## src/pm_pkg.sv

```systemverilog
// Shared constants and types for the pm cycle-control slice.
// Only the low addr_w address bits reach the memory. Higher bits alias.
// Opcodes sit in the top 6 bits of every instruction word.
// The immediate form is used by LWT and UJS. All others use the normal form.
`default_nettype none

package pm_pkg;

	localparam int word_w = 16;
	localparam int addr_w = 8;

	// interrupt receive
	localparam logic [word_w-1:0] int_save_addr = 16'h0010;
	localparam logic [word_w-1:0] int_vector = 16'h0020;

	// one-shot lengths in clocks
	localparam int kc_ticks = 3;
	localparam int pc_ticks = 2;

	localparam logic [5:0] op_lwt = 6'o45;
	localparam logic [5:0] op_aw = 6'o31;
	localparam logic [5:0] op_rw = 6'o24;
	localparam logic [5:0] op_ujs = 6'o70;
	localparam logic [5:0] op_hlt = 6'o73;

	// sequencer states
	localparam logic [2:0] st_p0 = 3'd0;
	localparam logic [2:0] st_p1 = 3'd1;
	localparam logic [2:0] st_p2 = 3'd2;
	localparam logic [2:0] st_p3 = 3'd3;
	localparam logic [2:0] st_p4 = 3'd4;
	localparam logic [2:0] st_p5 = 3'd5;

	// one instruction word, seen in two ways
	typedef union packed {
		struct packed {
			logic [5:0] opcode;
			logic       d;
			logic [2:0] a;
			logic [2:0] b;
			logic [2:0] c;
		} norm;
		struct packed {
			logic [5:0]        opcode;
			logic [2:0]        a;
			logic signed [6:0] t;
		} imm;
	} instr_t;

	typedef enum logic [1:0] {
		panel_none,
		panel_fetch,
		panel_store,
		panel_load
	} panel_op_t;

endpackage

`default_nettype wire
```

## src/w_bus_if.sv

```systemverilog
// Register write and read path between pm and the register file.
// w_r is a one-clock strobe. Reads of ra_val and rb_val are combinational.
`default_nettype none

interface w_bus_if;
	import pm_pkg::*;

	logic              w_r;
	logic [2:0]        sel_a;
	logic [2:0]        sel_b;
	logic [word_w-1:0] w;
	logic              add;
	logic [word_w-1:0] ra_val;
	logic [word_w-1:0] rb_val;

	modport master (output w_r, sel_a, sel_b, w, add, input ra_val, rb_val);
	modport slave (input w_r, sel_a, sel_b, w, add, output ra_val, rb_val);

endinterface

`default_nettype wire

```

## src/mem_bus_if.sv

```systemverilog
// Shared memory bus between the requesters, the arbiter and the memory.
// req is a level held until gnt. gnt and rd_stb are one-clock strobes.
// rd_stb comes exactly one clock after the grant of a read.
`default_nettype none

interface mem_bus_if;
	import pm_pkg::*;

	logic              req;
	logic              we;
	logic [word_w-1:0] addr;
	logic [word_w-1:0] wdata;
	logic              gnt;
	logic [word_w-1:0] rdata;
	logic              rd_stb;

	// pm and panel side
	modport requester (output req, we, addr, wdata, input gnt, rdata, rd_stb);
	// arbiter facing one requester
	modport arbiter (input req, we, addr, wdata, output gnt, rdata, rd_stb);
	// arbiter driving the memory
	modport source (output req, we, addr, wdata, gnt, input rdata, rd_stb);
	modport memory (input req, we, addr, wdata, gnt, output rdata, rd_stb);

endinterface

`default_nettype wire

```

## src/cpu_top.sv

```systemverilog
// Top level of the pm slice. Panel and pm share one memory through the arbiter.
// start_sw and panel_stb are one-clock strobes. stop_sw and irq are levels.
`default_nettype none

module cpu_top (
	input  logic                      __clk,
	input  logic                      rst_n,
	input  pm_pkg::panel_op_t         panel_op,
	input  logic [pm_pkg::word_w-1:0] panel_addr,
	input  logic [pm_pkg::word_w-1:0] panel_data,
	input  logic                      panel_stb,
	output logic [pm_pkg::word_w-1:0] panel_rdata,
	output logic                      panel_done,
	input  logic                      start_sw,
	input  logic                      stop_sw,
	input  logic                      irq,
	output logic                      run,
	output logic                      wait_,
	output logic [pm_pkg::word_w-1:0] ic
);

	logic load_ic_stb;

	mem_bus_if bus_cpu ();
	mem_bus_if bus_panel ();
	mem_bus_if bus_mem ();
	w_bus_if   wbus ();

	// the panel holds the load value on its wdata lines
	pm i_pm (
		.__clk      (__clk),
		.rst_n      (rst_n),
		.start_sw   (start_sw),
		.stop_sw    (stop_sw),
		.irq        (irq),
		.load_ic_stb(load_ic_stb),
		.load_ic_val(bus_panel.wdata),
		.run        (run),
		.wait_      (wait_),
		.ic         (ic),
		.bus        (bus_cpu.requester),
		.wb         (wbus.master)
	);

	panel i_panel (
		.__clk      (__clk),
		.rst_n      (rst_n),
		.panel_op   (panel_op),
		.panel_addr (panel_addr),
		.panel_data (panel_data),
		.panel_stb  (panel_stb),
		.panel_rdata(panel_rdata),
		.panel_done (panel_done),
		.load_ic_stb(load_ic_stb),
		.bus        (bus_panel.requester)
	);

	bus_arbiter i_arb (
		.__clk  (__clk),
		.rst_n  (rst_n),
		.p_panel(bus_panel.arbiter),
		.p_cpu  (bus_cpu.arbiter),
		.m      (bus_mem.source)
	);

	regs i_regs (
		.__clk(__clk),
		.rst_n(rst_n),
		.wb   (wbus.slave)
	);

	mem i_mem (
		.__clk(__clk),
		.bus  (bus_mem.memory)
	);

endmodule

`default_nettype wire

```

## src/mem.sv

```systemverilog
// 256-word synchronous memory on the shared bus.
// Only addr[addr_w-1:0] is decoded. Contents start undefined.
// Read data and rd_stb come one clock after the grant.
`default_nettype none

module mem (
	input logic        __clk,
	mem_bus_if.memory  bus
);
	import pm_pkg::*;

	logic [word_w-1:0] ram [0:(1 << addr_w) - 1];
	logic              access;

	assign access = bus.gnt && bus.req;

	always_ff @(posedge __clk) begin
		bus.rd_stb <= access && !bus.we;
		if (access && bus.we)
			ram[bus.addr[addr_w-1:0]] <= bus.wdata;
		if (access && !bus.we)
			bus.rdata <= ram[bus.addr[addr_w-1:0]];
	end

endmodule

`default_nettype wire

```

## src/regs.sv

```systemverilog
// Eight general registers with the AW adder on the write path.
// Sums wrap modulo 2^16. Writes land one clock after w_r.
`default_nettype none

module regs (
	input  logic    __clk,
	input  logic    rst_n,
	w_bus_if.slave  wb
);
	import pm_pkg::*;

	logic [word_w-1:0] r [8];
	logic [word_w-1:0] sum;

	assign wb.ra_val = r[wb.sel_a];
	assign wb.rb_val = r[wb.sel_b];
	assign sum = wb.ra_val + wb.rb_val;

	always_ff @(posedge __clk or negedge rst_n) begin
		if (!rst_n) begin
			for (int i = 0; i < 8; i++)
				r[i] <= '0;
		end else if (wb.w_r) begin
			// add picks a+b over the W bus value
			r[wb.sel_a] <= wb.add ? sum : wb.w;
		end
	end

endmodule

`default_nettype wire

```

## src/bus_arbiter.sv

```systemverilog
// Fixed priority arbiter for the memory bus. The panel wins over pm.
// One transaction at a time. No new grant until the read data is back.
`default_nettype none

module bus_arbiter (
	input  logic        __clk,
	input  logic        rst_n,
	mem_bus_if.arbiter  p_panel,
	mem_bus_if.arbiter  p_cpu,
	mem_bus_if.source   m
);

	logic gnt_q;
	logic own_panel;
	logic rd_pend;
	logic idle;

	assign idle = !gnt_q && !rd_pend;

	always_ff @(posedge __clk or negedge rst_n) begin
		if (!rst_n) begin
			gnt_q <= 1'b0;
			own_panel <= 1'b0;
			rd_pend <= 1'b0;
		end else begin
			gnt_q <= 1'b0;
			if (m.rd_stb)
				rd_pend <= 1'b0;
			if (idle && p_panel.req) begin
				gnt_q <= 1'b1;
				own_panel <= 1'b1;
				rd_pend <= !p_panel.we;
			end else if (idle && p_cpu.req) begin
				gnt_q <= 1'b1;
				own_panel <= 1'b0;
				rd_pend <= !p_cpu.we;
			end
		end
	end

	// owner stays selected until its read strobe
	assign m.req = own_panel ? p_panel.req : p_cpu.req;
	assign m.we = own_panel ? p_panel.we : p_cpu.we;
	assign m.addr = own_panel ? p_panel.addr : p_cpu.addr;
	assign m.wdata = own_panel ? p_panel.wdata : p_cpu.wdata;
	assign m.gnt = gnt_q;

	assign p_panel.gnt = gnt_q & own_panel;
	assign p_cpu.gnt = gnt_q & ~own_panel;
	assign p_panel.rdata = m.rdata;
	assign p_cpu.rdata = m.rdata;
	assign p_panel.rd_stb = m.rd_stb & own_panel;
	assign p_cpu.rd_stb = m.rd_stb & ~own_panel;

endmodule

`default_nettype wire

```

## src/panel.sv

```systemverilog
// Control panel. Turns operator FETCH, STORE and LOAD into cycles.
// One request at a time. panel_stb while busy is dropped.
// LOAD hands panel_data to pm through bus.wdata with load_ic_stb.
`default_nettype none

module panel (
	input  logic                      __clk,
	input  logic                      rst_n,
	input  pm_pkg::panel_op_t         panel_op,
	input  logic [pm_pkg::word_w-1:0] panel_addr,
	input  logic [pm_pkg::word_w-1:0] panel_data,
	input  logic                      panel_stb,
	output logic [pm_pkg::word_w-1:0] panel_rdata,
	output logic                      panel_done,
	output logic                      load_ic_stb,
	mem_bus_if.requester              bus
);
	import pm_pkg::*;

	logic busy;

	always_ff @(posedge __clk or negedge rst_n) begin
		if (!rst_n) begin
			busy <= 1'b0;
			bus.req <= 1'b0;
			bus.we <= 1'b0;
			bus.addr <= '0;
			bus.wdata <= '0;
			panel_rdata <= '0;
			panel_done <= 1'b0;
			load_ic_stb <= 1'b0;
		end else begin
			panel_done <= 1'b0;
			load_ic_stb <= 1'b0;
			if (panel_stb && !busy) begin
				case (panel_op)
				panel_fetch: begin
					busy <= 1'b1;
					bus.req <= 1'b1;
					bus.we <= 1'b0;
					bus.addr <= panel_addr;
				end
				panel_store: begin
					busy <= 1'b1;
					bus.req <= 1'b1;
					bus.we <= 1'b1;
					bus.addr <= panel_addr;
					bus.wdata <= panel_data;
				end
				panel_load: begin
					// no bus cycle, value goes straight to ic
					busy <= 1'b1;
					bus.wdata <= panel_data;
					load_ic_stb <= 1'b1;
				end
				default: ;
				endcase
			end
			if (bus.gnt) begin
				bus.req <= 1'b0;
				// a store is finished at the grant
				if (bus.we) begin
					panel_done <= 1'b1;
					busy <= 1'b0;
				end
			end
			if (bus.rd_stb) begin
				panel_rdata <= bus.rdata;
				panel_done <= 1'b1;
				busy <= 1'b0;
			end
			if (load_ic_stb) begin
				panel_done <= 1'b1;
				busy <= 1'b0;
			end
		end
	end

endmodule

`default_nettype wire

```

## src/pm.sv

```systemverilog
// Cycle control: START, WAIT and RUN, then KC and PC, then the P0..P5 steps.
// No modification states, no group or step counters, no byte addressing.
// Interrupt receive needs irq and START. It is not masked and not acknowledged.
// Unknown opcodes run as no-ops. load_ic_stb overrides ic in any state,
// so load only while the machine is stopped.
`default_nettype none

module pm (
	input  logic                      __clk,
	input  logic                      rst_n,
	input  logic                      start_sw,
	input  logic                      stop_sw,
	input  logic                      irq,
	input  logic                      load_ic_stb,
	input  logic [pm_pkg::word_w-1:0] load_ic_val,
	output logic                      run,
	output logic                      wait_,
	output logic [pm_pkg::word_w-1:0] ic,
	mem_bus_if.requester              bus,
	w_bus_if.master                   wb
);
	import pm_pkg::*;

	logic              start_q;
	logic              wait_q;
	logic              pr;
	logic              przerw;
	logic              cyc;
	logic [2:0]        state;
	instr_t            ir;
	logic              kc_q;
	logic              kc_d;
	logic              pc_q;
	logic              pc_d;
	logic              kc_trig;
	logic              pc_end;
	logic              dprzerw;
	logic [word_w-1:0] t_ext;

	assign run = start_q & ~wait_q;
	assign wait_ = ~wait_q;

	// new cycle once back in P0
	assign kc_trig = run && (state == st_p0) && !cyc;

	univib #(.ticks(kc_ticks)) vib_kc (
		.__clk(__clk),
		.rst_n(rst_n),
		.trig (kc_trig),
		.q    (kc_q)
	);

	// PC starts on the falling edge of KC
	univib #(.ticks(pc_ticks)) vib_pc (
		.__clk(__clk),
		.rst_n(rst_n),
		.trig (kc_d & ~kc_q),
		.q    (pc_q)
	);

	assign pc_end = pc_d & ~pc_q;
	assign dprzerw = irq && start_q && !pr;
	assign t_ext = {{(word_w - 7){ir.imm.t[6]}}, ir.imm.t};

	always_ff @(posedge __clk or negedge rst_n) begin
		if (!rst_n) begin
			start_q <= 1'b0;
			wait_q <= 1'b0;
			pr <= 1'b0;
			przerw <= 1'b0;
			cyc <= 1'b0;
			state <= st_p0;
			ir <= '0;
			ic <= '0;
			kc_d <= 1'b0;
			pc_d <= 1'b0;
			bus.req <= 1'b0;
			bus.we <= 1'b0;
			bus.addr <= '0;
			bus.wdata <= '0;
			wb.w_r <= 1'b0;
			wb.sel_a <= '0;
			wb.sel_b <= '0;
			wb.w <= '0;
			wb.add <= 1'b0;
		end else begin
			kc_d <= kc_q;
			pc_d <= pc_q;
			wb.w_r <= 1'b0;
			if (bus.gnt)
				bus.req <= 1'b0;
			if (stop_sw)
				start_q <= 1'b0;
			else if (start_sw)
				start_q <= 1'b1;
			if (start_sw)
				wait_q <= 1'b0;
			if (kc_trig)
				cyc <= 1'b1;

			case (state)
			st_p0: begin
				if (pc_end) begin
					cyc <= 1'b0;
					if (dprzerw) begin
						// interrupt receive, save ic first
						przerw <= 1'b1;
						bus.req <= 1'b1;
						bus.we <= 1'b1;
						bus.addr <= int_save_addr;
						bus.wdata <= ic;
						state <= st_p1;
					end else if (run) begin
						pr <= 1'b1;
						bus.req <= 1'b1;
						bus.we <= 1'b0;
						bus.addr <= ic;
						state <= st_p1;
					end
				end
			end
			st_p1: begin
				if (przerw && bus.gnt) begin
					ic <= int_vector;
					state <= st_p5;
				end else if (pr && bus.rd_stb) begin
					ir <= bus.rdata;
					ic <= ic + 1'b1;
					state <= st_p2;
				end
			end
			st_p2: begin
				state <= st_p5;
				case (ir.norm.opcode)
				op_lwt: begin
					wb.sel_a <= ir.imm.a;
					wb.w <= t_ext;
					wb.add <= 1'b0;
					wb.w_r <= 1'b1;
				end
				op_aw: begin
					wb.sel_a <= ir.norm.a;
					wb.sel_b <= ir.norm.b;
					wb.add <= 1'b1;
					wb.w_r <= 1'b1;
				end
				op_rw: begin
					// address comes in the next word
					wb.sel_a <= ir.norm.a;
					bus.req <= 1'b1;
					bus.we <= 1'b0;
					bus.addr <= ic;
					state <= st_p3;
				end
				op_ujs: ic <= ic + t_ext;
				op_hlt: wait_q <= 1'b1;
				default: ;
				endcase
			end
			st_p3: begin
				if (bus.rd_stb) begin
					ic <= ic + 1'b1;
					bus.req <= 1'b1;
					bus.we <= 1'b1;
					bus.addr <= bus.rdata;
					bus.wdata <= wb.ra_val;
					state <= st_p4;
				end
			end
			st_p4: begin
				if (bus.gnt)
					state <= st_p5;
			end
			st_p5: begin
				pr <= 1'b0;
				przerw <= 1'b0;
				state <= st_p0;
			end
			default: state <= st_p0;
			endcase

			if (load_ic_stb)
				ic <= load_ic_val;
		end
	end

endmodule

`default_nettype wire

```

## src/univib.sv

```systemverilog
// One-shot timer. q stays high for exactly ticks clocks after trig.
// A trig that arrives while q is high is ignored, no retrigger.
// ticks must be at least 1.
`default_nettype none

module univib #(
	parameter int ticks = 1
) (
	input  logic __clk,
	input  logic rst_n,
	input  logic trig,
	output logic q
);

	logic [$clog2(ticks + 1)-1:0] cnt;

	always_ff @(posedge __clk or negedge rst_n) begin
		if (!rst_n) begin
			cnt <= '0;
		end else if (cnt == '0) begin
			if (trig)
				cnt <= ticks[$clog2(ticks + 1)-1:0];
		end else begin
			cnt <= cnt - 1'b1;
		end
	end

	assign q = (cnt != '0);

endmodule

`default_nettype wire

```

## config.mk

```make
export PLATFORM = sky130hd
export DESIGN_NAME = cpu_top
export DESIGN_NICKNAME = d
export VERILOG_FILES = /design/src/pm_pkg.sv /design/src/w_bus_if.sv /design/src/mem_bus_if.sv /design/src/cpu_top.sv /design/src/mem.sv /design/src/regs.sv /design/src/bus_arbiter.sv /design/src/panel.sv /design/src/pm.sv /design/src/univib.sv
export SDC_FILE = /design/constraint.sdc
export NUM_CORES = 2
export LEC_CHECK = 0
export BUFFER_PORTS_ARGS = -buffer_cell sky130_fd_sc_hd__buf_2
export CAP_MARGIN = 20
export CORE_ASPECT_RATIO = 2
export CORE_MARGIN = 3
export CORE_UTILIZATION = 45
export CTS_CLUSTER_DIAMETER = 40
export DETAILED_ROUTE_END_ITERATION = 6
export PLACE_DENSITY = 0.62
export SYNTH_ARGS = -nofsm -noshare
export SYNTH_HDL_FRONTEND = slang
export SYNTH_SLANG_ARGS = --single-unit
```

## constraint.sdc

```tcl
create_clock -name __clk -period 5.2 [get_ports __clk]
set_input_delay 0.78 -clock __clk [delete_from_list [all_inputs] [get_ports __clk]]
set_output_delay 0.78 -clock __clk [all_outputs]
set_load 0.01 [all_outputs]
```

==> metrics.md <==
| Metric | Value |
|---|---|
| Clock Power Share | `between 20% and 30%` |
| Vias | `91300` |
| CTS clk-pin slew, worst paths | `0.07 ns` |
| Largest net degree at the start of global routing | `145` |
| Final Wtd Congestion | `0.913` |
| FF-to-FF End | `i_mem.bus.rdata[12]` |
| Pre-CTS setup slack | `a little under 0.4 ns` |
| Yosys warning count | `0` |
| Final min period | `4.90 ns` |
| NetSw | `~42 mW` |
| Post-CTS setup buffers | `0` |
| # DRC | `0` |
| Number of global-route vias before repair | `93700` |
| Total grt overflow | `0` |
| Largest area contributor in the netlist | `edfxtp_1` |
| Area added between synthesis and finish | `14.3%` |
| Pwr dens | `609 nW/um2` |
| Core Region | `about 380000 um2` |
| R2r worst-path depth | `11` |
| Die Area | `387000 um2` |
| RSZ-0062 raised after global routing | `no` |
| Commonest cells in the netlist | `edfxtp_1, mux4_2, mux2i_1` |
| Max clock buf depth | `4` |
| Layout cells sized above 1 | `26.2%` |
| Max-cap viol count | `0` |
| Worst slew pin tran | `between 1 and 1.5 ns` |
| Post-synth net total | `8826` |
| Clock Skews | `approximately 0.072 ns` |
| H-tree lvl count | `5` |
| Detailed Place HPWL | `339000 um` |
| Vias per cell | `6.18` |
| Grt peak-use layer | `met2` |
| Final setup viols | `0` |
| EDFF count, synth | `between 4000 and 5000` |
| Post-synth top area share | `72.3%` |
| Top-count cell post-synth | `edfxtp_1` |
| Slew headroom | `4.13%` |
| Critical path required time | `5.84 ns` |
| Seq/Total Area, Yosys | `76.2%` |
| Initial drt markers | `approximately 9700` |
| GRT met3 Usage | `3.97%` |
| Int Power | `76.4 mW` |
| GRT Util Overall | `between 20% and 30%` |
| CTS tree | `yes` |
| Worst Setup Path Type | `reg -> reg` |
| Yosys reg bits | `between 4000 and 5000` |
| Final Power | `119 mW` |
| Fin Hold WS | `around 0.077 ns` |
| Chip Width | `~440 um` |
| First-pass GRT wire length | `around 720000 um` |
| Fin. Hold Viols | `0` |
| Unique cell type count in the Yosys netlist | `76` |
| WL per Instance | `35.0 um` |
| Worst Path Max Fanout | `36` |
| Fmax | `about 200 MHz` |
| Ranking of synthesized cells by area | `edfxtp_1, mux4_2, dfrtp_1` |
| Starting Density | `between 40% and 50%` |
| Synth Cell Area | `171000 um2` |
| Post-CTS sizing | `0` |
| GRT met2 Usage | `46.0%` |
| FP Rows | `319` |
| CP Capture Type | `flop` |
| Ys async rst share | `6.01%` |
| Root Buffer | `clkbuf_16` |
| Startpoint types | `flop` |
| Slew Limit Fails | `0` |
| Final WL | `roughly 520000 um` |
| Num CTS Buffers | `370` |
| Layout fillers | `29800` |
| Crit path launch | `i_arb.own_panel` |
| Final ANT Viol Nets | `0` |
| Fin crit share | `94.2%` |
| Critical path arrival | `5.54 ns` |
| Met1 Use GR | `29.2%` |
| Maximum VDD drop | `about 0.54 mV` |
| CTS Sinks | `4376` |
| Drt pass-1 iters | `6` |
| Avg Cell Area, Syn | `19.5 um2` |
| Setup Total Neg Slack | `0 ns` |
| Clock Latency Late Sink | `roughly 0.97 ns` |
| Run status | `finished, final reports clean` |
| FF-to-FF setup slack | `0.30 ns` |
| Cells after Synth | `8747` |
| Switching Fraction | `35.7%` |
| IO Pins | `75` |
| Die Span Y | `877 um` |
| R2R Path Start | `i_arb.own_panel` |
| Worst setup margin | `0.302 ns` |
| Leakage power | `~64 nW` |
| Comb pwr share | `37.4%` |
| Fin nets | `9558` |
| Hold Path Class | `in -> reg` |
| Ys flop type | `edfxtp_1` |
| Port bufs | `66` |
| Reg power frac | `38.9%` |
| CP endpoint | `i_mem.bus.rdata[12]` |
| Initial antenna violation count | `26` |
cell usage in the layout (no fill, tap or decap), types with 19 or more instances in the layout:
cell type	n
clkbuf_16	379
buf_2	66
a221oi_1	22
o22ai_1	331
clkbuf_1	60
inv_1	35
nor2_1	180
clkinvlp_4	20
mux2_2	107
nand2_1	376
mux4_2	770
mux2i_1	603
nor4_1	87
buf_4	717
a22oi_1	305
edfxtp_1	4112
inv_6	21
a41oi_1	34
nor3_1	22
ha_1	37
clkinv_2	58
bufinv_16	34
nand3_1	23
nand2_2	22
dfrtp_1	260
o21ai_0	185
a21oi_1	230
buf_12	90
clkinv_1	56
nand4_1	19
nor2_2	158
per-layer routing:
metal	up-vias	share of wire, %
li1	37400	-
met1	48600	32
met2	4143	52
met3	1163	6.7
met4	12	9.5
met5	-	0.017
worst min path at each step:
stage	depth (start not counted)	from	endpoint	slack [ns]
floorplan	2	i_pm.bus.wdata[11]	i_pm.bus.wdata[11]	0.44
global placement	1	i_pm.vib_kc.cnt[0]	i_pm.vib_kc.cnt[0]	0.47
detailed placement	2	i_regs.r[84]	i_regs.r[84]	0.49
CTS	2	panel_addr[7]	i_panel.bus.addr[7]	0.02
global route	2	panel_addr[5]	i_panel.bus.addr[5]	0.06
finish	2	panel_addr[7]	i_panel.bus.addr[7]	0.08
registers in the layout, indices dropped and copies added, names as in the netlist, 7 cells and up:
register	count
i_pm.ir	16
i_pm.bus.addr	8
i_regs.r	128
i_panel.panel_rdata	16
i_pm.bus.wdata	16
i_pm.ic	16
i_panel.bus.addr	8
i_mem.bus.rdata	16
i_mem.ram	4096
i_pm.wb.w	7
i_panel.bus.wdata	16
per-stage QoR:
stage                     instances  instance area [um2]  utilization [%]
after floorplan                8747               171000                -
after global placement        14100               183000             48.5
after detailed placement      14100               183000             48.5
after CTS                     14700               195000             51.7
after global routing          14700               195000             51.7
final                         14800               195000             51.7
kinds of logic after synthesis:
logic type,count (synthesis),share of synthesized area (%)
AOI/OAI and AO/OA,1256,4.76
xor gates and xnor gates,27,0.139
adders and majority gates,39,0.295
buffers and inverters,558,1.53
DFF,4376,76.2
muxes,1498,14.5
and+or+nand+nor,993,2.55
area by class of cell:
type,instances,area [um2],share of cell area (%)
Clock inverter,218,2250,1.15
Antenna cell,17,42.5,0.0218
Sequential cell,4376,130000,66.7
Tap cell,4975,6220,3.19
Multi-Input combinational cell,3813,39000,20.0
Inverter,36,135,0.0693
Timing Repair Buffer,882,7620,3.90
Clock buffer,441,9740,4.99
power by group through the flow:
stage	Combinational (mW)	Sequential, mW	Clock [mW]
floorplan	24.5	47.3	0
global placement	43.5	46.9	0
detailed placement	44.4	46.9	0
CTS	44.5	46.2	28.5
global route	46.1	46.2	29.7
finish	44.4	46.2	28.1
worst max-delay path: stages, from the launching register on:
cell and delay (ns):
dfrtp_2 0.52, mux2_8 0.68, buf_4 0.35, o21ai_4 0.09, buf_12 0.36, buf_4 0.41
o22ai_1 0.13, nor4_1 0.75, buf_4 0.23, o22ai_1 0.07, nor4_1 0.75, nand4_1 0.18
timing repair:
item,CTS,global route
hold endpoints to repair,120,0
endpoints found under the setup margin,0,0
hold buffers,3,0
Note: power is estimated with default switching activity, not from simulation.
